===== config.mk =====
export PLATFORM = sky130hd
export DESIGN_NAME = calc_top
export DESIGN_NICKNAME = d
export VERILOG_FILES = /design/src/calc_pkg.sv /design/src/calc_top.sv /design/src/calc_controller.sv /design/src/calc_multiplier.sv /design/src/calc_addsub.sv
export SDC_FILE = /design/constraint.sdc
export NUM_CORES = 1
export LEC_CHECK = 0
export ABC_AREA = 1
export BUFFER_PORTS_ARGS = -buffer_cell sky130_fd_sc_hd__buf_4
export CAP_MARGIN = 20
export CORE_AREA = 4 4 126 128
export CTS_CLUSTER_DIAMETER = 100
export DETAILED_ROUTE_END_ITERATION = 10
export DIE_AREA = 0 0 130 132
export GPL_TIMING_DRIVEN = 0
export PLACE_DENSITY = 0.81
export SKIP_CTS_REPAIR_TIMING = 1
export SYNTH_ARGS = -nofsm -noshare
export SYNTH_HDL_FRONTEND = slang
export SYNTH_SLANG_ARGS = --single-unit

===== constraint.sdc =====
create_clock -name clk -period 6.42 [get_ports clk]
set_clock_uncertainty 0.1 [all_clocks]
set_input_delay 0.963 -clock clk [delete_from_list [all_inputs] [get_ports clk]]
set_output_delay 0.963 -clock clk [all_outputs]
set_load 0.01 [all_outputs]

===== src/calc_pkg.sv =====
`default_nettype none

package calc_pkg;

    // Width of operands, results and the display
    localparam int DATA_W = 16;

    typedef logic [DATA_W-1:0] data_t;

    // The controller accepts only the one-hot operator keys
    typedef enum logic [2:0] {
        OP_NONE = 3'b000,
        OP_ADD  = 3'b001,
        OP_SUB  = 3'b010,
        OP_MUL  = 3'b100
    } op_t;

    // Operand pair handed to both arithmetic units
    typedef struct packed {
        data_t a;                     // Left operand
        data_t b;                     // Right operand
    } operands_t;

endpackage

`default_nettype wire

===== src/calc_top.sv =====
`timescale 1ns/1ns
`default_nettype none

module calc_top
    import calc_pkg::*;
#(
    parameter int SLICE_W = 4             // Adder bits per clock
) (
    input  wire logic       clk,
    input  wire logic       nRST,
    input  wire logic [3:0] keypad,
    input  wire logic       read_input,
    input  wire op_t        op_key,
    input  wire logic       equal_key,
    output logic            complete,     // One-cycle result strobe
    output data_t           display
);

    calc_controller #(
        .SLICE_W (SLICE_W)
    ) u_controller (
        .clk        (clk),
        .nRST       (nRST),
        .keypad     (keypad),
        .read_input (read_input),
        .op_key     (op_key),
        .equal_key  (equal_key),
        .complete   (complete),
        .display    (display)
    );

endmodule

`default_nettype wire


===== src/calc_controller.sv =====
`timescale 1ns/1ns
`default_nettype none

module calc_controller
    import calc_pkg::*;
#(
    parameter int SLICE_W = 4
) (
    input  wire logic       clk,
    input  wire logic       nRST,
    input  wire logic [3:0] keypad,       // One decimal digit
    input  wire logic       read_input,   // Digit strobe
    input  wire op_t        op_key,
    input  wire logic       equal_key,
    output logic            complete,
    output data_t           display
);

    typedef enum logic [2:0] {
        S_FIRST,                          // Collect left operand
        S_SECOND,                         // Collect right operand
        S_ISSUE,
        S_WAIT,
        S_SHOW
    } state_t;

    state_t    state_q;
    state_t    state_d;
    operands_t opnd_q;
    op_t       op_q;                      // Operator latched at key press

    logic  as_start;
    logic  as_finish;
    logic  sub;
    data_t as_result;
    logic  mul_start;
    logic  mul_finish;
    data_t mul_result;

    // operand * 10 + digit modulo 2^DATA_W
    function automatic data_t push_digit(data_t val, logic [3:0] key);
        return (val << 3) + (val << 1) + data_t'(key);
    endfunction

    function automatic logic is_valid_op(op_t op);
        return op inside {OP_ADD, OP_SUB, OP_MUL};
    endfunction

    calc_addsub #(
        .SLICE_W (SLICE_W)
    ) u_addsub (
        .clk      (clk),
        .nRST     (nRST),
        .start    (as_start),
        .sub      (sub),
        .operands (opnd_q),
        .result   (as_result),
        .finish   (as_finish)
    );

    calc_multiplier u_multiplier (
        .clk      (clk),
        .nRST     (nRST),
        .start    (mul_start),
        .operands (opnd_q),
        .result   (mul_result),
        .finish   (mul_finish)
    );

    always_comb begin
        state_d = state_q;
        case (state_q)
            S_FIRST: begin
                if (is_valid_op(op_key)) begin
                    state_d = S_SECOND;
                end
            end
            S_SECOND: begin
                if (equal_key) begin
                    state_d = S_ISSUE;
                end
            end
            S_ISSUE: state_d = S_WAIT;
            S_WAIT: begin
                if (as_finish || mul_finish) begin
                    state_d = S_SHOW;
                end
            end
            S_SHOW:  state_d = S_FIRST;
            default: state_d = S_FIRST;
        endcase
    end

    always_ff @(posedge clk or negedge nRST) begin
        if (!nRST) begin
            state_q <= S_FIRST;
            opnd_q  <= '0;
            op_q    <= OP_NONE;
            display <= '0;
        end else begin
            state_q <= state_d;
            case (state_q)
                S_FIRST: begin
                    if (read_input) begin
                        opnd_q.a <= push_digit(opnd_q.a, keypad);
                    end
                    if (is_valid_op(op_key)) begin
                        op_q <= op_key;           // Held until the result shows
                    end
                end
                S_SECOND: begin
                    if (read_input) begin
                        opnd_q.b <= push_digit(opnd_q.b, keypad);
                    end
                end
                S_WAIT: begin
                    // Display is valid in the same cycle as complete
                    if (as_finish) begin
                        display <= as_result;
                    end else if (mul_finish) begin
                        display <= mul_result;
                    end
                end
                S_SHOW: begin
                    opnd_q <= '0;                 // Next entry starts clean
                    op_q   <= OP_NONE;
                end
                default: begin
                end
            endcase
        end
    end

    // Operands and mode only change in entry states, so they hold while a unit runs
    assign as_start  = (state_q == S_ISSUE) && (op_q != OP_MUL);
    assign mul_start = (state_q == S_ISSUE) && (op_q == OP_MUL);
    assign sub       = (op_q == OP_SUB);
    assign complete  = (state_q == S_SHOW);

    a_op_latched: assert property (@(posedge clk) disable iff (!nRST)
        (state_q != S_FIRST) |-> is_valid_op(op_q))
        else $error("calc_controller: invalid operator past first operand");

    a_one_finish: assert property (@(posedge clk) disable iff (!nRST)
        !(as_finish && mul_finish))
        else $error("calc_controller: both units finished together");

endmodule

`default_nettype wire


===== src/calc_multiplier.sv =====
`timescale 1ns/1ns
`default_nettype none

module calc_multiplier
    import calc_pkg::*;
(
    input  wire logic      clk,
    input  wire logic      nRST,
    input  wire logic      start,
    input  wire operands_t operands,
    output data_t          result,
    output logic           finish
);

    localparam int CNT_W = $clog2(DATA_W);

    logic             busy_q;
    logic [CNT_W-1:0] cnt_q;
    logic [CNT_W-1:0] idx;
    logic             active;
    logic             last;
    data_t            mcand_q;       // Multiplicand shifting left
    data_t            mplier_q;      // Multiplier shifting right
    data_t            acc_q;
    data_t            cur_mcand;
    data_t            cur_mplier;
    data_t            cur_acc;
    data_t            acc_next;

    // Step 0 uses the fresh operands and a cleared accumulator
    always_comb begin
        active     = start || busy_q;
        idx        = start ? '0 : cnt_q;
        last       = (idx == CNT_W'(DATA_W - 1));
        cur_mcand  = start ? operands.a : mcand_q;
        cur_mplier = start ? operands.b : mplier_q;
        cur_acc    = start ? '0 : acc_q;
        acc_next   = cur_acc + (cur_mplier[0] ? cur_mcand : '0);
    end

    always_ff @(posedge clk or negedge nRST) begin
        if (!nRST) begin
            busy_q <= 1'b0;
            cnt_q  <= '0;
            finish <= 1'b0;
        end else begin
            finish <= active && last;
            if (active) begin
                busy_q <= !last;
                cnt_q  <= idx + 1'b1;
            end
        end
    end

    // Bits shifted past DATA_W drop out, so only the low half builds up
    always_ff @(posedge clk) begin
        if (active) begin
            mcand_q  <= cur_mcand << 1;
            mplier_q <= cur_mplier >> 1;
            acc_q    <= acc_next;
        end
    end

    assign result = acc_q;

    a_start_idle: assert property (@(posedge clk) disable iff (!nRST) start |-> !busy_q)
        else $error("calc_multiplier: start while busy");

endmodule

`default_nettype wire


===== src/calc_addsub.sv =====
`timescale 1ns/1ns
`default_nettype none

module calc_addsub
    import calc_pkg::*;
#(
    parameter int SLICE_W = 4
) (
    input  wire logic      clk,
    input  wire logic      nRST,
    input  wire logic      start,
    input  wire logic      sub,      // 1 selects a - b
    input  wire operands_t operands,
    output data_t          result,
    output logic           finish
);

    localparam int NSLICE = DATA_W / SLICE_W;
    localparam int CNT_W  = (NSLICE > 1) ? $clog2(NSLICE) : 1;

    if (DATA_W % SLICE_W != 0) begin : g_slice_check
        $error("SLICE_W must divide DATA_W");
    end

    logic             busy_q;
    logic [CNT_W-1:0] cnt_q;
    logic [CNT_W-1:0] idx;
    logic             active;
    logic             last;
    data_t            a_q;
    data_t            b_q;
    data_t            sum_q;
    data_t            cur_a;
    data_t            cur_b;
    logic             carry_q;
    logic             cur_c;
    logic [SLICE_W:0] slice_sum;

    // Slice 0 is taken straight from the operands in the start cycle
    always_comb begin
        active    = start || busy_q;
        idx       = start ? '0 : cnt_q;
        last      = (idx == CNT_W'(NSLICE - 1));
        cur_a     = start ? operands.a : a_q;
        cur_b     = start ? (operands.b ^ {DATA_W{sub}}) : b_q;   // Two's complement of b
        cur_c     = start ? sub : carry_q;
        slice_sum = {1'b0, cur_a[SLICE_W-1:0]} + {1'b0, cur_b[SLICE_W-1:0]}
                  + {{SLICE_W{1'b0}}, cur_c};
    end

    always_ff @(posedge clk or negedge nRST) begin
        if (!nRST) begin
            busy_q <= 1'b0;
            cnt_q  <= '0;
            finish <= 1'b0;
        end else begin
            finish <= active && last;                 // Last slice lands this edge
            if (active) begin
                busy_q <= !last;
                cnt_q  <= idx + 1'b1;
            end
        end
    end

    // Sum fills from the top, one slice per clock
    always_ff @(posedge clk) begin
        if (active) begin
            a_q     <= cur_a >> SLICE_W;
            b_q     <= cur_b >> SLICE_W;
            carry_q <= slice_sum[SLICE_W];            // Ripple into next slice
            sum_q   <= (sum_q >> SLICE_W)
                     | (data_t'(slice_sum[SLICE_W-1:0]) << (DATA_W - SLICE_W));
        end
    end

    assign result = sum_q;

    a_start_idle: assert property (@(posedge clk) disable iff (!nRST) start |-> !busy_q)
        else $error("calc_addsub: start while busy");

    a_finish_pulse: assert property (@(posedge clk) disable iff (!nRST) finish |=> !finish)
        else $error("calc_addsub: finish longer than one cycle");

endmodule

`default_nettype wire


==> flow_metrics.tcl, run 1 <==
set metrics [dict create \
    clock-sinks 151 \
    synth_edf_count 87 \
    fmax_mhz 328 \
    initial_core_util 0.631 \
    critPathRequiredTime_ps 6510 \
    gr-total-overflow 0 \
    wirelength_met1_um 9090 \
    clockRootBuffer "clkbuf_16" \
    wire_per_inst_um 15.6 \
    htreeDepth 4 \
    grt_pass1_wl_um 36300 \
    antenna_found_initial 0 \
    crit_type "register to register" \
    first_pass_iters 5 \
    drt_iter0_drc 555 \
    vias 7642 \
    die_y_um 132 \
    synth_area_mm2 0.00938 \
    placedCellCount 1363 \
    via_per_inst 5.48 \
    area_delta_synth_final_pct 11.5 \
    worstMarginPinSlew_ps 965 \
    fin_tns_setup_ps 0 \
    synth_top_area_frac 0.279 \
    syn_nets 1237 \
    setup_viol 0 \
    cts_tree "built" \
    drc 0 \
    die_x_um 130 \
    synthArstFlopShare 0.424 \
    whs_ps 347 \
    maxCapViolations 0 \
    antenna_cells 0 \
    synth_cell_types 35 \
    io-pin-count 28 \
    clock_path_buffers 2 \
    r2r_cells 15 \
    hp-class "register to register" \
    place.gp.congestion 0.898 \
    post-place-ws_ps 3260 \
    crit_arrival_ps 3140 \
    synth_area_per_cell_um2 8.18 \
    ys.flop_type "edfxtp_1" \
    drive_gt1_frac 0.0936 \
    relSlewSlack 0.356 \
    clk_pin_slew_worst_paths_ps 60 \
    synth_cells 1147 \
    hpwlAfterDp_um 16500 \
    ys_top_cells_by_area "edfxtp_1 28%, dfrtp_1 17%, nand2_1 13%" \
    coreArea_mm2 0.0149 \
    wl_um 21800 \
    yosysMostFrequentCell "nand2_1" \
    wl_met2_um 10900 \
    met3WireLength_um 1160 \
    startpoint_type "register" \
    synth_top_area_cell "edfxtp_1" \
    die-area_mm2 0.0172 \
    yosysWarningCount 0 \
    layout_setup_ws_ps 3370 \
    clock_latency_ps 440 \
    crit_path_end_kind "register" \
    grtUsageTotal 0.267 \
    final_cells 1395 \
    slew_violations 0 \
    num_rows 45 \
    rsz0062_at_grt "false" \
    antenna_left 0 \
    status "completed" \
    top_layer "met4" \
    synth_common_cells "323 x nand2_1, 173 x inv_1, 115 x nor2_1" \
    period_share 0.475 \
    grt_max_degree 65 \
    ys_ff_latch 151 \
    worstHoldPathCells 0 \
    grt_pass1_vias 7636 \
    min_period_ps 3050 \
    numCtsBuffers 17 \
    seq_area_frac_synth 0.449 \
    finalNetCount 1284 \
    finalHoldViolations 0 \
    crit_fanout 10 \
    port_buffers 27 \
]
## layer usage
| metal | track usage | vias up |
|---|---|---|
| met2 | 0.453 | 232 |
| met5 | 0 | - |
| li1 | - | 3810 |
| met4 | 0.0924 | 0 |
| met3 | 0.0539 | 53 |
| met1 | 0.340 | 3547 |
## final cells by class
type,instances,area (um^2)
multi-input combinational,788,4300
buffer,25,179
sequential,151,4210
tap,188,235
timing repair buffer,28,223
clock buffer,20,468
clock inverter,12,148
inverter,183,687
fill,1197,4410
## worst paths after layout
kind,from,endpoint,slack [ps]
max,u_controller.state_q[2],u_controller.u_multiplier.result[14],3370
min,u_controller.u_addsub.result[11],u_controller.u_addsub.result[7],350
max reg2reg,u_controller.state_q[2],u_controller.u_multiplier.result[14],3370
min reg2reg,u_controller.u_addsub.result[11],u_controller.u_addsub.result[7],350
max in group asynchronous,nRST,u_controller.opnd_q[11],5140
min in group asynchronous,nRST,u_controller.opnd_q[28],530
## cells in the final DEF (no fill, tap or decap), types with 8 or more instances in the layout
cell type  count
edfxtp_1      87
nand2_1      322
a21oi_1       56
o21ai_0       44
inv_2         10
xor2_1        16
clkbuf_16     18
ha_1          72
o21ai_1       20
o21ai_2       11
inv_1        172
buf_4         29
o22ai_1       12
a31oi_1       17
dfrtp_1       64
buf_2          8
nand3_1       62
nor2_1       115
buf_6          9
## flip-flops by register name, indices dropped and copies added, names as in the netlist
register	cells
u_controller.op_q	3
u_controller.u_addsub.busy_q	1
u_controller.display	16
u_controller.state_q	3
u_controller.opnd_q	32
u_controller.u_multiplier.mcand_q	15
u_controller.u_addsub.cnt_q	2
u_controller.u_addsub.a_q	12
u_controller.u_addsub.carry_q	1
u_controller.u_multiplier.cnt_q	4
u_controller.u_addsub.b_q	12
u_controller.u_addsub.finish	1
u_controller.u_multiplier.finish	1
u_controller.u_multiplier.result	16
u_controller.u_multiplier.busy_q	1
u_controller.u_addsub.result	16
u_controller.u_multiplier.mplier_q	15
## stage by stage
step | util | cell area, um^2
2_1_floorplan | - | 9380
3_3_place_gp | 0.661 | 9820
3_5_place_dp | 0.662 | 9840
4_1_cts | 0.703 | 10500
5_1_grt | 0.703 | 10500
6_report | 0.703 | 10500
## critical path, stage by stage, from the launching register on
cell and delay (ps):
dfrtp_1 420, nor2_2 190, nand2_4 100, nor2_4 170, buf_2 270, nor2_1 80
ha_1 280, fa_1 450, nand3_1 120, nand2_1 120, nand3_1 100, nand2_1 90
nand3_1 140, nand2_1 70, nand2_1 60, nand2_1 40
## logic make-up after synthesis
family                     share of synthesized area
xor gates and xnor gates                      0.0215
buffers and inverters                         0.0923
DFF                                            0.449
adders and majority gates                      0.111
and+or+nand+nor                                0.228
AOI/OAI and AO/OA                             0.0984
Power of run 1 is left out: the tool's default activity adds up to more than one toggle a clock period on the data nets, which glitch-free logic cannot reach.
==> run 2: changes to the inputs <==
Settings changed: ABC_AREA 1 to 0, CORE_AREA 4 4 126 128 to 4 4 131 133, DIE_AREA 0 0 130 132 to 0 0 135 137, PLACE_DENSITY 0.81 to 0.76.
Clock period 6.42 ns to 2.5 ns, I/O delays scaled along.
==> flow_metrics.tcl, run 2 <==
set metrics [dict create \
    status "complete, but fails checks" \
    violations "negative hold slack, negative setup slack" \
    coreArea_mm2 0.0158 \
    synth_top_family_by_area "simple AND/OR/NAND/NOR gates" \
    grt_max_degree 65 \
    grt_pass1_wl_um 31500 \
    cts_tree "built" \
    period_share 1.36 \
    numCtsBuffers 17 \
    yosysWarningCount 0 \
    cpPeakStageDelay_ps 430 \
    fmax_mhz 293 \
    slew_violations 0 \
    clk_pin_slew_worst_paths_ps 60 \
    r2r_slack_ps -910 \
    synth_xor_area_frac 0.0579 \
    antenna_found_initial 0 \
    min_period_ps 3410 \
    die-area_mm2 0.0185 \
    finish.utilization 0.692 \
    clockRootBuffer "clkbuf_16" \
    finalHoldViolations 64 \
    timing.critical_path.buf_inv 3 \
    place.gp.congestion 0.869 \
    clock_path_buffers 2 \
    wl_um 21900 \
    via_per_inst 5.84 \
    synth_area_per_cell_um2 10.1 \
    htreeDepth 4 \
    clock_latency_ps 430 \
    ys_top_cells_by_area "edfxtp_1 29%, dfrtp_1 18%, ha_1 10%" \
    clock-sinks 151 \
    antenna_cells 0 \
    crit_fanout 6 \
    io-pin-count 28 \
    gr-total-overflow 0 \
    crit_type "register to register" \
    grt_pass1_vias 6227 \
    slowest_stage "dfrtp_1" \
    grtUsageTotal 0.217 \
    wire_per_inst_um 18.3 \
    crit_chain "buf_6 -> nand2b_4 -> nor2_4 -> nand2_4 -> buf_8 -> buf_8 -> and2_4 -> ha_4 -> fa_2 -> a21oi_4 -> o211a_1 -> a21oi_4 -> o311a_4 -> mux2i_1 -> xor2_1" \
    design_area_mm2 0.0110 \
    synth_edf_count 87 \
    r2r_cells 15 \
    setup_viol 24 \
    drive_gt1_frac 0.241 \
    seq_area_frac_synth 0.472 \
    finalNetCount 1056 \
    crit_arrival_ps 3480 \
    largest_reg_flops 32 \
    mostFrequentLayoutCells "171 x nand2_1, 87 x edfxtp_1, 65 x buf_4, 59 x dfrtp_1, 55 x a21oi_1" \
    hp-class "input pin to asynchronous set/reset pin" \
    vias 6975 \
    relSlewSlack 0.440 \
    synth_common_cells "178 x nand2_1, 87 x edfxtp_1, 72 x ha_1" \
    power_density_mw_per_mm2 505 \
    maxCapViolations 0 \
    yosysMostFrequentCell "nand2_1" \
    syn_nets 973 \
    place_area_mm2 0.00949 \
    drc 0 \
    synth-compound-area-share 0.134 \
    total_leakage_power_uw 0.00444 \
    layout_setup_ws_ps -910 \
    startpoint_type "register" \
    crit_path_end_kind "register" \
    yosys.area_share.simple 0.166 \
    synth_top_area_cell "edfxtp_1" \
    antenna_left 0 \
    critPathRequiredTime_ps 2570 \
    r2r-end "u_controller.u_multiplier.result[12]" \
    r2r-start "u_controller.state_q[2]" \
    area_delta_synth_final_pct 22.8 \
    port_buffers 24 \
    synth_area_mm2 0.00892 \
    synth_top_area_frac 0.293 \
    num_rows 46 \
    synth_adder_area_share 0.117 \
    ys.flop_type "edfxtp_1" \
    whs_ps -82.9 \
    initial_core_util 0.564 \
    die_x_um 135 \
    rsz0062_at_grt "true" \
    synth_cell_types 64 \
    layout_commonest_cell "nand2_1" \
    drt_iter0_drc 627 \
    first_pass_iters 5 \
    worstMarginPinSlew_ps 840 \
    top_register "u_controller.opnd_q" \
    hpwlAfterDp_um 13800 \
    synthArstFlopShare 0.424 \
    critical_path.top_delay_family "compound AO/OA/AOI/OAI gates" \
    synth_cells 883 \
    peakVddDrop_uv 502 \
    ys_ff_latch 151 \
    muxShareOfSynthArea 0.0227 \
    die_y_um 137 \
]
-- run 2: worst register-to-register path, cell delays in order (launching register included) --
cell and delay, ps:
dfrtp_1 430, buf_6 140, nand2b_4 150, nor2_4 170
nand2_4 120, buf_8 160, buf_8 130, and2_4 140
ha_4 170, fa_2 380, a21oi_4 160, o211a_1 200
a21oi_4 50, o311a_4 340, mux2i_1 220, xor2_1 110
-- run 2: cell type report --
cell class / count / area, um^2
multi-input combinational: 675 / 4980
buffer: 37 / 244
fill: 1116 / 4870
timing repair buffer: 63 / 510
inverter: 21 / 86.3
sequential: 151 / 4220
clock buffer: 24 / 534
clock inverter: 8 / 106
tap: 216 / 270
-- run 2: how the worst max path moves through the flow --
stage / from / depth (start not counted) / slack [ps] / to
3_5_place_dp: u_controller.state_q[2] / 14 / -1210 / u_controller.u_multiplier.result[12]
3_3_place_gp: u_controller.state_q[2] / 14 / -1160 / u_controller.u_multiplier.result[12]
4_1_cts: u_controller.state_q[2] / 14 / -1240 / u_controller.u_multiplier.result[12]
6_report: u_controller.state_q[2] / 15 / -910 / u_controller.u_multiplier.result[12]
2_1_floorplan: u_controller.state_q[2] / 14 / -670 / u_controller.u_multiplier.result[12]
5_1_grt: u_controller.state_q[2] / 15 / -990 / u_controller.u_multiplier.result[12]
-- run 2: through the flow --
step,worst slack (ps),std cells,setup TNS [ps],power [uW]
floorplan,-673,883,-5170,2750
global placement,-1160,1123,-76960,2790
detailed placement,-1210,1124,-19040,2800
CTS,-1240,1156,-20280,5510
global route,-985,1195,-12320,5650
finish,-910,1195,-10180,5530
-- run 2: cells by family after synthesis --
family | Yosys count
adder cells (fa/ha/maj) | 79
AND/OR/NAND/NOR | 325
multiplexers | 20
XOR/XNOR | 59
AO/OA/AOI/OAI | 191
buffers and inverters | 58
flip-flops | 151
-- run 2: metal layers --
| metal | track usage | wire (um) | vias up |
|---|---|---|---|
| li1 | - | - | 3288 |
| met1 | 0.300 | 9470 | 3408 |
| met2 | 0.349 | 10600 | 247 |
| met3 | 0.0449 | 1330 | 32 |
| met4 | 0.0622 | 429 | 0 |
| met5 | 0 | 0 | - |
-- run 2: power by group --
group	leakage (uW)	switching (uW)	internal [uW]	total, uW
combinational	0.00278	86.4	65.6	152
clock	0.000309	1050	1700	2750
sequential	0.00135	6.88	2620	2630
(Power assumes the default switching activity.)
